[src/common/debugPkg.sv]
`default_nettype none

package debugPkg;

	typedef enum logic [2:0] {
		regMode = 3'd0,
		regOp = 3'd1,
		regAl = 3'd2,
		regAh = 3'd3,
		regDl = 3'd4,
		regDh = 3'd5
	} debugReg_t;

	// Bit positions in the mode byte
	localparam int modeStop = 0;
	localparam int modeReq = 1;
	localparam int modeDebug = 2;
	localparam int modeReset = 3;

	// Lives in bits 7 to 5 of the op byte
	typedef enum logic [2:0] {
		opRdMem = 3'd0,
		opRdPc = 3'd1,
		opRdInstruction = 3'd2,
		opRdCc = 3'd3
	} debugOp_t;

	localparam int opIncBit = 0;

endpackage

`default_nettype wire

[src/common/mcuPkg.sv]
`default_nettype none

package mcuPkg;

	typedef logic [15:0] dataWord_t;

	typedef enum logic [3:0] {
		opNop = 4'h0,
		opLdi = 4'h1,
		opAddi = 4'h2,
		opSubi = 4'h3,
		opOut = 4'h4,
		opJmp = 4'h5,
		opJz = 4'h6
	} opcode_t;

	typedef struct packed {
		opcode_t opcode;
		logic [11:0] imm; // Sign extended to 16 bits by the core
	} immInstr_t;

	typedef struct packed {
		opcode_t opcode;
		logic [1:0] reserved;
		logic [9:0] target;
	} jmpInstr_t;

	// Same word seen in two ways, the opcode tells which one applies
	typedef union packed {
		immInstr_t imm;
		jmpInstr_t jmp;
	} instrWord_t;

	typedef struct packed {
		logic [4:0] reserved;
		logic carry;
		logic negative;
		logic zero;
	} condCodes_t;

	localparam int bootAddrBits = 4;
	localparam int bootLength = 1 << bootAddrBits;

	localparam instrWord_t bootProgram [bootLength] = '{
		0: 16'h1000, // LDI 0
		1: 16'h2001, // ADDI 1
		2: 16'h4000, // OUT
		3: 16'h6000, // JZ 0
		4: 16'h3000, // SUBI 0
		5: 16'h5001, // JMP 1
		default: 16'h0000
	};

endpackage

`default_nettype wire

[src/common/debugCoreIf.sv]
`timescale 1ns/100ps
`default_nettype none

interface debugCoreIf;
	import mcuPkg::*;
	import debugPkg::*;

	logic stop;
	logic step;
	logic coreReset;
	logic readReq;
	debugOp_t readOp;
	dataWord_t readAddr;
	dataWord_t readData;
	logic readDone;
	logic stopped;

	modport host(output stop, step, coreReset, readReq, readOp, readAddr,
		input readData, readDone, stopped);

	modport target(input stop, step, coreReset, readReq, readOp, readAddr,
		output readData, readDone, stopped);

endinterface

`default_nettype wire

[src/debug/debugPort.sv]
`timescale 1ns/100ps
`default_nettype none

module debugPort (
	input wire logic clkX1,
	input wire logic rstN,
	input wire debugPkg::debugReg_t debugAddr,
	input wire logic [7:0] debugDin,
	input wire logic debugWrN,
	output logic [7:0] debugDout,
	debugCoreIf.host dbg
);
	import debugPkg::*;

	typedef enum logic [1:0] {seqIdle, seqRead, seqStepStart, seqStepRun} seqState_t;

	logic [1:0] wrSync;
	logic wrPrev;
	logic wrEdge;
	logic modeWrite;
	logic startReq;
	logic readFinish;
	logic reqDone;
	logic incAddr;
	logic [7:0] modeReg;
	logic [7:0] opReg;
	logic [7:0] alReg;
	logic [7:0] ahReg;
	logic [7:0] dlReg;
	logic [7:0] dhReg;
	seqState_t seq;

	// Host strobe is asynchronous to clkX1
	always_ff @(posedge clkX1) begin
		if (!rstN) begin
			wrSync <= 2'b11;
			wrPrev <= 1'b1;
		end else begin
			wrSync <= {wrSync[0], debugWrN};
			wrPrev <= wrSync[1];
		end
	end

	assign wrEdge = wrSync[1] & ~wrPrev; // Rising edge of the synchronized strobe
	assign modeWrite = wrEdge && debugAddr == regMode;
	assign startReq = modeWrite && debugDin[modeReq];
	assign readFinish = seq == seqRead && dbg.readDone;
	assign reqDone = readFinish || (seq == seqStepRun && dbg.stopped);
	assign incAddr = readFinish && dbg.readOp == opRdMem && opReg[opIncBit];

	always_ff @(posedge clkX1) begin
		if (!rstN) begin
			modeReg <= '0;
			opReg <= '0;
			alReg <= '0;
			ahReg <= '0;
			dlReg <= '0;
			dhReg <= '0;
		end else begin
			if (reqDone)
				modeReg[modeReq] <= 1'b0;
			if (incAddr)
				{ahReg, alReg} <= {ahReg, alReg} + 16'd1;
			if (readFinish) begin
				dlReg <= dbg.readData[7:0];
				dhReg <= dbg.readData[15:8];
			end
			// A host write wins over a completion in the same cycle
			if (wrEdge) begin
				case (debugAddr)
					regMode: begin
						modeReg <= debugDin;
						modeReg[modeReset] <= 1'b0; // Reset is a one-shot command
					end
					regOp: opReg <= debugDin;
					regAl: alReg <= debugDin;
					regAh: ahReg <= debugDin;
					default: ;
				endcase
			end
		end
	end

	// Turns the request bit into a single pulse and follows the action to its end
	always_ff @(posedge clkX1) begin
		if (!rstN) begin
			seq <= seqIdle;
			dbg.step <= 1'b0;
			dbg.readReq <= 1'b0;
			dbg.coreReset <= 1'b0;
		end else begin
			dbg.step <= startReq && !debugDin[modeDebug];
			dbg.readReq <= startReq && debugDin[modeDebug];
			dbg.coreReset <= modeWrite && debugDin[modeReset];
			if (startReq) begin
				seq <= debugDin[modeDebug] ? seqRead : seqStepStart;
			end else begin
				case (seq)
					seqStepStart: if (!dbg.stopped) seq <= seqStepRun; // Core has left stop
					seqRead, seqStepRun: if (reqDone) seq <= seqIdle;
					default: ;
				endcase
			end
		end
	end

	assign dbg.stop = modeReg[modeStop];
	assign dbg.readOp = debugOp_t'(opReg[7:5]);
	assign dbg.readAddr = {ahReg, alReg};

	always_comb begin
		case (debugAddr)
			regMode: debugDout = modeReg;
			regOp: debugDout = opReg;
			regAl: debugDout = alReg;
			regAh: debugDout = ahReg;
			regDl: debugDout = dlReg;
			regDh: debugDout = dhReg;
			default: debugDout = 8'h00;
		endcase
	end

endmodule

`default_nettype wire

[src/verilog/cpuCore.sv]
`timescale 1ns/100ps
`default_nettype none

module cpuCore #(
	parameter int romAddrBits = 10
) (
	input wire logic clkX1,
	input wire logic rstN,
	input wire mcuPkg::instrWord_t romData,
	output logic [romAddrBits-1:0] romAddr,
	output logic [7:0] led,
	output logic stoppedN,
	output logic fetchN,
	output logic decodeN,
	output logic executeN,
	output logic commitN,
	debugCoreIf.target dbg
);
	import mcuPkg::*;
	import debugPkg::*;

	typedef enum logic [2:0] {sFetch, sDecode, sExecute, sCommit, sStopped} phase_t;

	phase_t phase;
	logic [romAddrBits-1:0] pc;
	instrWord_t ir;
	dataWord_t acc;
	condCodes_t cc;
	dataWord_t immExt;
	logic [16:0] aluSum;
	logic [16:0] aluDiff;
	logic branchTaken;
	logic readPending;

	assign immExt = {{4{ir.imm.imm[11]}}, ir.imm.imm};
	assign aluSum = {1'b0, acc} + {1'b0, immExt};
	assign aluDiff = {1'b0, acc} - {1'b0, immExt}; // Bit 16 is the borrow
	assign branchTaken = ir.jmp.opcode == opJmp || (ir.jmp.opcode == opJz && cc.zero);

	always_ff @(posedge clkX1) begin
		if (!rstN) begin
			phase <= sFetch;
		end else if (dbg.coreReset && phase != sStopped) begin
			phase <= sFetch; // Restart a running core at a clean boundary
		end else begin
			case (phase)
				sFetch: phase <= sDecode;
				sDecode: phase <= sExecute;
				sExecute: phase <= sCommit;
				sCommit: phase <= dbg.stop ? sStopped : sFetch;
				sStopped: if (dbg.step || !dbg.stop) phase <= sFetch;
				default: phase <= sFetch;
			endcase
		end
	end

	always_ff @(posedge clkX1) begin
		if (phase == sDecode)
			ir <= romData;
	end

	always_ff @(posedge clkX1) begin
		if (!rstN || dbg.coreReset) begin
			pc <= '0;
			acc <= '0;
			cc <= '0;
		end else if (phase == sExecute) begin
			case (ir.imm.opcode)
				opLdi: begin
					acc <= immExt;
					cc.zero <= immExt == '0;
					cc.negative <= immExt[15];
				end
				opAddi: begin
					acc <= aluSum[15:0];
					cc.zero <= aluSum[15:0] == '0;
					cc.negative <= aluSum[15];
					cc.carry <= aluSum[16];
				end
				opSubi: begin
					acc <= aluDiff[15:0];
					cc.zero <= aluDiff[15:0] == '0;
					cc.negative <= aluDiff[15];
					cc.carry <= aluDiff[16];
				end
				default: ;
			endcase
		end else if (phase == sCommit) begin
			pc <= branchTaken ? romAddrBits'(ir.jmp.target) : pc + 1'b1;
		end
	end

	always_ff @(posedge clkX1) begin
		if (!rstN)
			led <= '0;
		else if (phase == sCommit && ir.imm.opcode == opOut)
			led <= acc[7:0];
	end

	// Debug reads answer two cycles after the request, the ROM needs one of them
	always_ff @(posedge clkX1) begin
		if (!rstN) begin
			readPending <= 1'b0;
			dbg.readDone <= 1'b0;
		end else begin
			readPending <= dbg.readReq && phase == sStopped;
			dbg.readDone <= readPending;
		end
	end

	always_ff @(posedge clkX1) begin
		if (readPending) begin
			case (dbg.readOp)
				opRdMem: dbg.readData <= romData;
				opRdPc: dbg.readData <= dataWord_t'(pc);
				opRdInstruction: dbg.readData <= ir;
				opRdCc: dbg.readData <= dataWord_t'(cc);
				default: dbg.readData <= '0;
			endcase
		end
	end

	assign romAddr = (phase == sStopped) ? romAddrBits'(dbg.readAddr) : pc;

	assign dbg.stopped = phase == sStopped;
	assign stoppedN = phase != sStopped;
	assign fetchN = phase != sFetch;
	assign decodeN = phase != sDecode;
	assign executeN = phase != sExecute;
	assign commitN = phase != sCommit;

endmodule

`default_nettype wire

[src/verilog/mcu.sv]
`timescale 1ns/100ps
`default_nettype none

module mcu #(
	parameter int romAddrBits = 10
) (
	input wire logic clkX1,
	input wire logic rstN,
	output logic stoppedN,
	output logic fetchN,
	output logic decodeN,
	output logic executeN,
	output logic commitN,
	output mcuPkg::dataWord_t addrBus,
	output mcuPkg::dataWord_t dataBus,
	output logic [7:0] led,
	input wire logic [2:0] debugAddr,
	input wire logic [7:0] debugDin,
	output logic [7:0] debugDout,
	input wire logic debugWrN,
	output logic debugStop
);
	import mcuPkg::*;
	import debugPkg::*;

	logic [romAddrBits-1:0] romAddr;
	instrWord_t romData;

	debugCoreIf dbg ();

	debugPort debugPortInst (
		.clkX1(clkX1),
		.rstN(rstN),
		.debugAddr(debugReg_t'(debugAddr)),
		.debugDin(debugDin),
		.debugWrN(debugWrN),
		.debugDout(debugDout),
		.dbg(dbg)
	);

	cpuCore #(.romAddrBits(romAddrBits)) cpuCoreInst (
		.clkX1(clkX1),
		.rstN(rstN),
		.romData(romData),
		.romAddr(romAddr),
		.led(led),
		.stoppedN(stoppedN),
		.fetchN(fetchN),
		.decodeN(decodeN),
		.executeN(executeN),
		.commitN(commitN),
		.dbg(dbg)
	);

	programRom #(.romAddrBits(romAddrBits)) programRomInst (
		.clkX1(clkX1),
		.romAddr(romAddr),
		.romData(romData)
	);

	assign addrBus = dataWord_t'(romAddr); // ROM address bus seen from outside
	assign dataBus = romData;
	assign debugStop = ~stoppedN;

endmodule

`default_nettype wire

[src/verilog/programRom.sv]
`timescale 1ns/100ps
`default_nettype none

module programRom #(
	parameter int romAddrBits = 10
) (
	input wire logic clkX1,
	input wire logic [romAddrBits-1:0] romAddr,
	output mcuPkg::instrWord_t romData
);
	import mcuPkg::*;

	logic inTable;

	assign inTable = int'(romAddr) < bootLength;

	// Words past the boot table decode as NOP
	always_ff @(posedge clkX1) begin
		if (inTable)
			romData <= bootProgram[bootAddrBits'(romAddr)];
		else
			romData <= '0;
	end

endmodule

`default_nettype wire
[config.mk]
export PLATFORM = sky130hd
export DESIGN_NAME = mcu
export DESIGN_NICKNAME = d
export VERILOG_FILES = /design/src/common/debugPkg.sv /design/src/common/mcuPkg.sv /design/src/common/debugCoreIf.sv /design/src/debug/debugPort.sv /design/src/verilog/cpuCore.sv /design/src/verilog/mcu.sv /design/src/verilog/programRom.sv
export SDC_FILE = /design/constraint.sdc
export NUM_CORES = 1
export LEC_CHECK = 0
export BUFFER_PORTS_ARGS = -buffer_cell sky130_fd_sc_hd__buf_4
export CORE_MARGIN = 4
export CORE_UTILIZATION = 50
export DETAILED_ROUTE_END_ITERATION = 16
export GPL_TIMING_DRIVEN = 0
export HOLD_SLACK_MARGIN = 0.1
export PLACE_DENSITY = 0.73
export SYNTH_ARGS = -nofsm -noshare
export SYNTH_HDL_FRONTEND = slang
export SYNTH_SLANG_ARGS = --single-unit
[constraint.sdc]
create_clock -name clkX1 -period 3.28 [get_ports clkX1]
set_input_delay 0.164 -clock clkX1 [delete_from_list [all_inputs] [get_ports clkX1]]
set_output_delay 0.164 -clock clkX1 [all_outputs]
set_load 0.01 [all_outputs]
# Word level (Yosys, flattened, before mapping)

Memories as Yosys holds them, arrays and structs flattened. A register that Yosys moved wholly into a read port is not among the register bits.
Index checks and enable logic that the tools add are counted.

Memory bits (read-only): 256
Flip-flop bits (word level): 129
Memories kept: 1

Mux-type cells: 24
Equality and inequality tests: 28
$lt $le $gt $ge: 1
$add $sub $neg: 4
Bitwise gates (word level): 6
Reduce and logical (&&, ||, !) cells: 39

Memories:

| name             | words | width | read ports | clocked after Yosys merged registers in | wr ports | line             | text |
|---|---|---|---|---|---|---|---|
| (name not given) | 16    | 16    | 1          | 1                                       | 0        | programRom.sv:20 | `romData <= bootProgram[bootAddrBits'(romAddr)];` |

Operators by type and width:

| kind                                                                     | number |
|---|---|
| 16-bit case mux with 4 select lines                                      | 1 |
| 16-bit zero test                                                         | 3 |
| 8-bit 2-to-1 mux                                                         | 6 |
| 16-bit case mux with 3 select lines                                      | 1 |
| 8-bit case mux with 6 select lines                                       | 1 |
| 10-bit 2-to-1 mux                                                        | 2 |
| 3-bit by 2-bit equality test with 1-bit output (second input constant)   | 6 |
| 16-bit by 16-bit adder with 17-bit output                                | 1 |
| 16-bit by 16-bit subtractor with 17-bit output                           | 1 |
| 16-bit by 1-bit adder with 16-bit output (second input constant)         | 1 |
| 3-bit case mux with 5 select lines                                       | 1 |
| 1-bit logical AND                                                        | 13 |
| 4-bit by 3-bit equality test with 1-bit output (second input constant)   | 3 |
| 2-bit 2-to-1 mux                                                         | 6 |
| 10-bit by 1-bit adder with 10-bit output (second input constant)         | 1 |
| 10-bit by 5-bit < comparator with 1-bit output (second input constant)   | 1 |
| 2-bit AND reduction                                                      | 5 |
| 3-bit by 1-bit equality test with 1-bit output (second input constant)   | 3 |
| 3-bit equality test (second input constant)                              | 3 |
| 3-bit zero test                                                          | 3 |
| 3-bit nonzero test                                                       | 3 |
| 4-bit by 2-bit equality test with 1-bit output (second input constant)   | 2 |
| 3-bit 2-to-1 mux                                                         | 2 |
| 3-bit by 1-bit inequality test with 1-bit output (second input constant) | 2 |
| 18 further kinds                                                         | 31 |

# Logic depth before layout (Yosys ltp)

Word-level depth: 7
Gate-level depth with buffers: 10
Gate-level depth less buffers: 9

# Cells and area by module

From an unflattened synthesis, not the netlist that was laid out.

Cells, all modules: 957
Area total of the unflattened synthesis: 8,175.3 um^2

Modules (own cells, without submodules):

| module     | seq. area each (um^2) | instances | area each (um^2) | cells each |
|---|---|---|---|---|
| cpuCore    | 1,781.7               | 1         | 5,197.5          | 599 |
| debugPort  | 1,101.1               | 1         | 2,672.6          | 323 |
| programRom | 80.1                  | 1         | 252.7            | 27 |
| mcu        | 0.0                   | 1         | 52.6             | 8 |

# Worst setup path before layout

Ideal clock, no wire load.

Path type: register to register
Start: register cpuCoreInst.ir[0] (netlist bit)
End: register cpuCoreInst.cc[0] (netlist bit)
Slack: 1.038 ns
Data required time: 3.217 ns
Stages on the path, launching flop included: 10
Arrival time: 2.180 ns
Cell sequence: edfxtp_1 -> ha_1 -> ha_1 -> buf_2 -> nor4b_1 -> nand4_1 -> xnor2_1 -> a2111oi_0 -> nand3_1 -> nand3_1

Longest elaborated chain between the ends: 3
Elaborated cells on any way between the ends: 6
Those cells by class: 2 x add/sub; 1 x mux; 3 x reduce/logical

RTL lines:

| element                                                                                                            | line                         | text |
|---|---|---|
| start, declared                                                                                                    | cpuCore.sv:26                | `instrWord_t ir;` |
| start signal, assigned                                                                                             | cpuCore.sv:59                | `ir <= romData;` |
| 16-bit by 16-bit subtractor with 17-bit output / 16-bit by 16-bit adder with 17-bit output (equally long branches) | cpuCore.sv:37, cpuCore.sv:36 |  |
| 16-bit zero test, on equally long branches                                                                         | cpuCore.sv:82, cpuCore.sv:76 |  |
| 2-bit case mux with 3 select lines *                                                                               | cpuCore.sv:68                | `case (ir.imm.opcode)` |
| end, declared                                                                                                      | cpuCore.sv:28                | `condCodes_t cc;` |

Every way passes the cells marked *; elsewhere a longest branch is shown, timed or not.
A chain may end at the register's enable or synchronous reset.

# Final worst setup path

Ends and elaborated chain as after synthesis.

==> flow_summary.json <==
{
  "grt_pass1_wl_um": 29500,
  "crit_chain": "ha_1 > ha_1 > buf_2 > nor4b_2 > nand4_1 > xnor2_1 > a2111oi_1 > nand3_1 > nand3_1",
  "seqPwrFrac_pct": 40.8,
  "cts_max_path_buffers": 2,
  "design_area_um2": 7750,
  "antenna_found_initial": 0,
  "path_class": "flip-flop to flip-flop",
  "wl_um": 19000,
  "die_y_um": 121,
  "diodes": 0,
  "synth_top_family_by_area": "simple AND/OR/NAND/NOR gates",
  "synth_compound_area_share_pct": 15.4,
  "power_switching_uw": 885,
  "synth_xor_area_share_pct": 4.62,
  "fin_crit_sh_pct": 93.4,
  "synth_edf_count": 17,
  "cp-start-kind": "flip-flop",
  "intPower_mw": 2.68,
  "synth_top_flop_cell": "dfxtp_1",
  "clk_latency_ps": 420,
  "synth_top_area_share_pct": 30.2,
  "dpl_cell_area_um2": 7070,
  "root_buffer": "clkbuf_16",
  "die_area_um2": 14800,
  "peakVddDrop_mv": 0.436,
  "swShare_pct": 24.9,
  "cts_tree": "yes",
  "yosysMostFrequentCell": "dfxtp_1",
  "fin_skew_ps": 7.13,
  "synth_mux_area_share_pct": 8.22,
  "synth_area_leaders": "dfxtp_1, edfxtp_1, nand2_1",
  "cp_num_buf_inv": 1,
  "via_per_inst": 5.86,
  "synth_common_cells": "dfxtp_1, nand2_1, nor2_1, clkbuf_1, mux2i_1",
  "synth_cell_types": 70,
  "worst_slew_pin_slew_ps": 1050,
  "overflow": 0,
  "fin_setup_tns_ps": 0,
  "grt_max_degree": 17,
  "p_total_mw": 3.56,
  "relSlewSlack_pct": 29.6,
  "power.leakage_nw": 3.08,
  "finalHoldViolCount": 0,
  "rows": 41,
  "max_freq_ghz": 0.326,
  "drc": 0,
  "synth_adder_area_share_pct": 1.17,
  "synth_top_cell_by_area": "dfxtp_1",
  "cp-end-kind": "flip-flop",
  "synthCells": 761,
  "port-buffer-count": 47,
  "ant_nets": 0,
  "drv_cap": 0,
  "synth-seq-cells": 114,
  "wire_per_inst_um": 18.3,
  "slowest_delay_ps": 640,
  "synth_warnings": 0,
  "async_reset_ff_share_pct": 0,
  "power_frac_comb_pct": 8.5,
  "cp_top_family": "simple AND/OR/NAND/NOR gates",
  "grt_pass1_vias": 5649,
  "dpl.hpwl_um": 13900,
  "hp-class": "input port to flip-flop",
  "cts_buffers": 17,
  "syn_area_per_cell_um2": 8.46,
  "syn_to_final_growth_pct": 20.4,
  "drive_gt1_share_pct": 15.4,
  "ys_seq_area_share_pct": 38.1,
  "io_pins": 68,
  "min_period_ps": 3060,
  "nFillCells": 1126,
  "arrival_ps": 3420,
  "place_congestion": 0.972,
  "crit_fanout": 10,
  "status": "complete, no violations",
  "setup_viol": 0,
  "drt_iter0_markers": 500,
  "initial_core_util_pct": 51.0,
  "path_clk_slew_ps": 60,
  "dieWidth_um": 121,
  "critPathSlowestCell": "a2111oi_1",
  "critPathRequiredTime_ps": 3630,
  "netlist_area_um2": 6440,
  "grt_use_total_pct": 25.8,
  "clock-sinks": 114,
  "dr.pass1.iters": 5,
  "slew_viol_final": 0,
  "p_clk_share_pct": 50.7,
  "fp.coreArea_um2": 12600,
  "layout.nets": 873,
  "htree_levels": 4,
  "synth-simple-area-share_pct": 26.2,
  "p_per_area_nw_per_um2": 459,
  "rsz0062_at_grt": "false",
  "vias": 6086
}
-- per-layer routing --
layer	GRT usage (%)	wire, µm	vias to the layer above
met1	35.9	8510	2891
met5	0	0	-
met4	9.24	448	0
met2	38.9	8510	291
li1	-	-	2867
met3	6.39	1530	37
-- cell type report --
cell class	count	area, µm²	share of cell area (%)
plain buffers	73	359	4.63
clock buffers	17	425	5.49
clock inverters	15	159	2.05
inverters	11	41.3	0.533
multi-input cells	580	3660	47.2
flip-flops and latches	114	2450	31.6
well taps	172	215	2.78
repair buffers	56	443	5.71
-- cell usage in the layout, fill, tap and decap left out, types with 25 or more instances in the layout --
cell type,Yosys,routed
o21ai_0,32,32
a21oi_1,31,31
clkbuf_1,41,41
nor2_1,55,55
mux2i_1,33,33
nor2b_1,25,25
buf_4,18,65
nand2_1,95,95
dfxtp_1,97,97
nand3_1,31,31
-- what timing repair did --
item | CTS | global route
setup endpoints to repair | 1 | 1
hold buffers | 9 | 0
hold endpoints to repair | 32 | 0
pin swaps | 0 | 0
gates cloned | 0 | 0
resized for setup | 1 | 1
buffers inserted | 0 | 0
-- cells by family (layout without fill, tap and decap cells) --
group                    count (synthesis)  in the layout
AO/OA/AOI/OAI                          147            147
XOR/XNOR                                34             34
adder cells (fa/ha/maj)                  6              6
buffers and inverters                   84            172
flip-flops                             114            114
multiplexers                            49             49
other                                    1             18
AND/OR/NAND/NOR                        326            326
-- worst min-delay path: cells and delay by family --
kind | cells | cell delay, ps
compound gates | 1 | 160
simple gates | 1 | 50
buf+inv | 2 | 300
-- registers in the layout, indices dropped and copies added (netlist names), 2 cells and up --
register                  cells
cpuCoreInst.acc              15
cpuCoreInst.dbg.readData     13
cpuCoreInst.pc               10
cpuCoreInst.led               8
debugPortInst.ahReg           8
debugPortInst.alReg           8
debugPortInst.dlReg           8
debugPortInst.opReg           8
debugPortInst.modeReg         7
debugPortInst.dhReg           5
cpuCoreInst.ir                4
programRomInst.romData        4
cpuCoreInst.cc                3
cpuCoreInst.phase             3
debugPortInst.seq             2
debugPortInst.wrSync          2
-- power groups by stage --
| stage | Clock [mW] | Sequential [mW] | Combinational [mW] |
|---|---|---|---|
| floorplan | 0 | 1.48 | 0.195 |
| global route | 1.88 | 1.46 | 0.326 |
| finish | 1.80 | 1.45 | 0.303 |
| global placement | 0 | 1.48 | 0.282 |
| CTS | 1.82 | 1.45 | 0.295 |
| detailed placement | 0 | 1.48 | 0.284 |
-- stage by stage --
step / worst slack [ps] / utilization (%) / cells / hold WS (ps)
after floorplan: 1040 / - / 778 / 240
after global placement: -186 / 56.0 / 997 / 346
after detailed placement: -89.2 / 56.0 / 997 / 351
after CTS: 253 / 61.4 / 1038 / 280
after global routing: 101 / 61.4 / 1038 / 317
final: 216 / 61.4 / 1038 / 298
-- path summary, 6_finish.rpt --
kind | from | to | slack (ps) | cells after the start
max | cpuCoreInst.ir[0]$_DFFE_PP_ | cpuCoreInst.cc[0]$_SDFFE_PP0P_ | 220 | 9
min | rstN | cpuCoreInst.acc[13]$_SDFFE_PP0P_ | 300 | 4
max reg2reg | cpuCoreInst.ir[0]$_DFFE_PP_ | cpuCoreInst.cc[0]$_SDFFE_PP0P_ | 220 | 9
min reg2reg | debugPortInst.wrSync[0]$_SDFF_PN1_ | debugPortInst.wrSync[1]$_SDFF_PN1_ | 400 | 1
(Power assumes the default switching activity.)
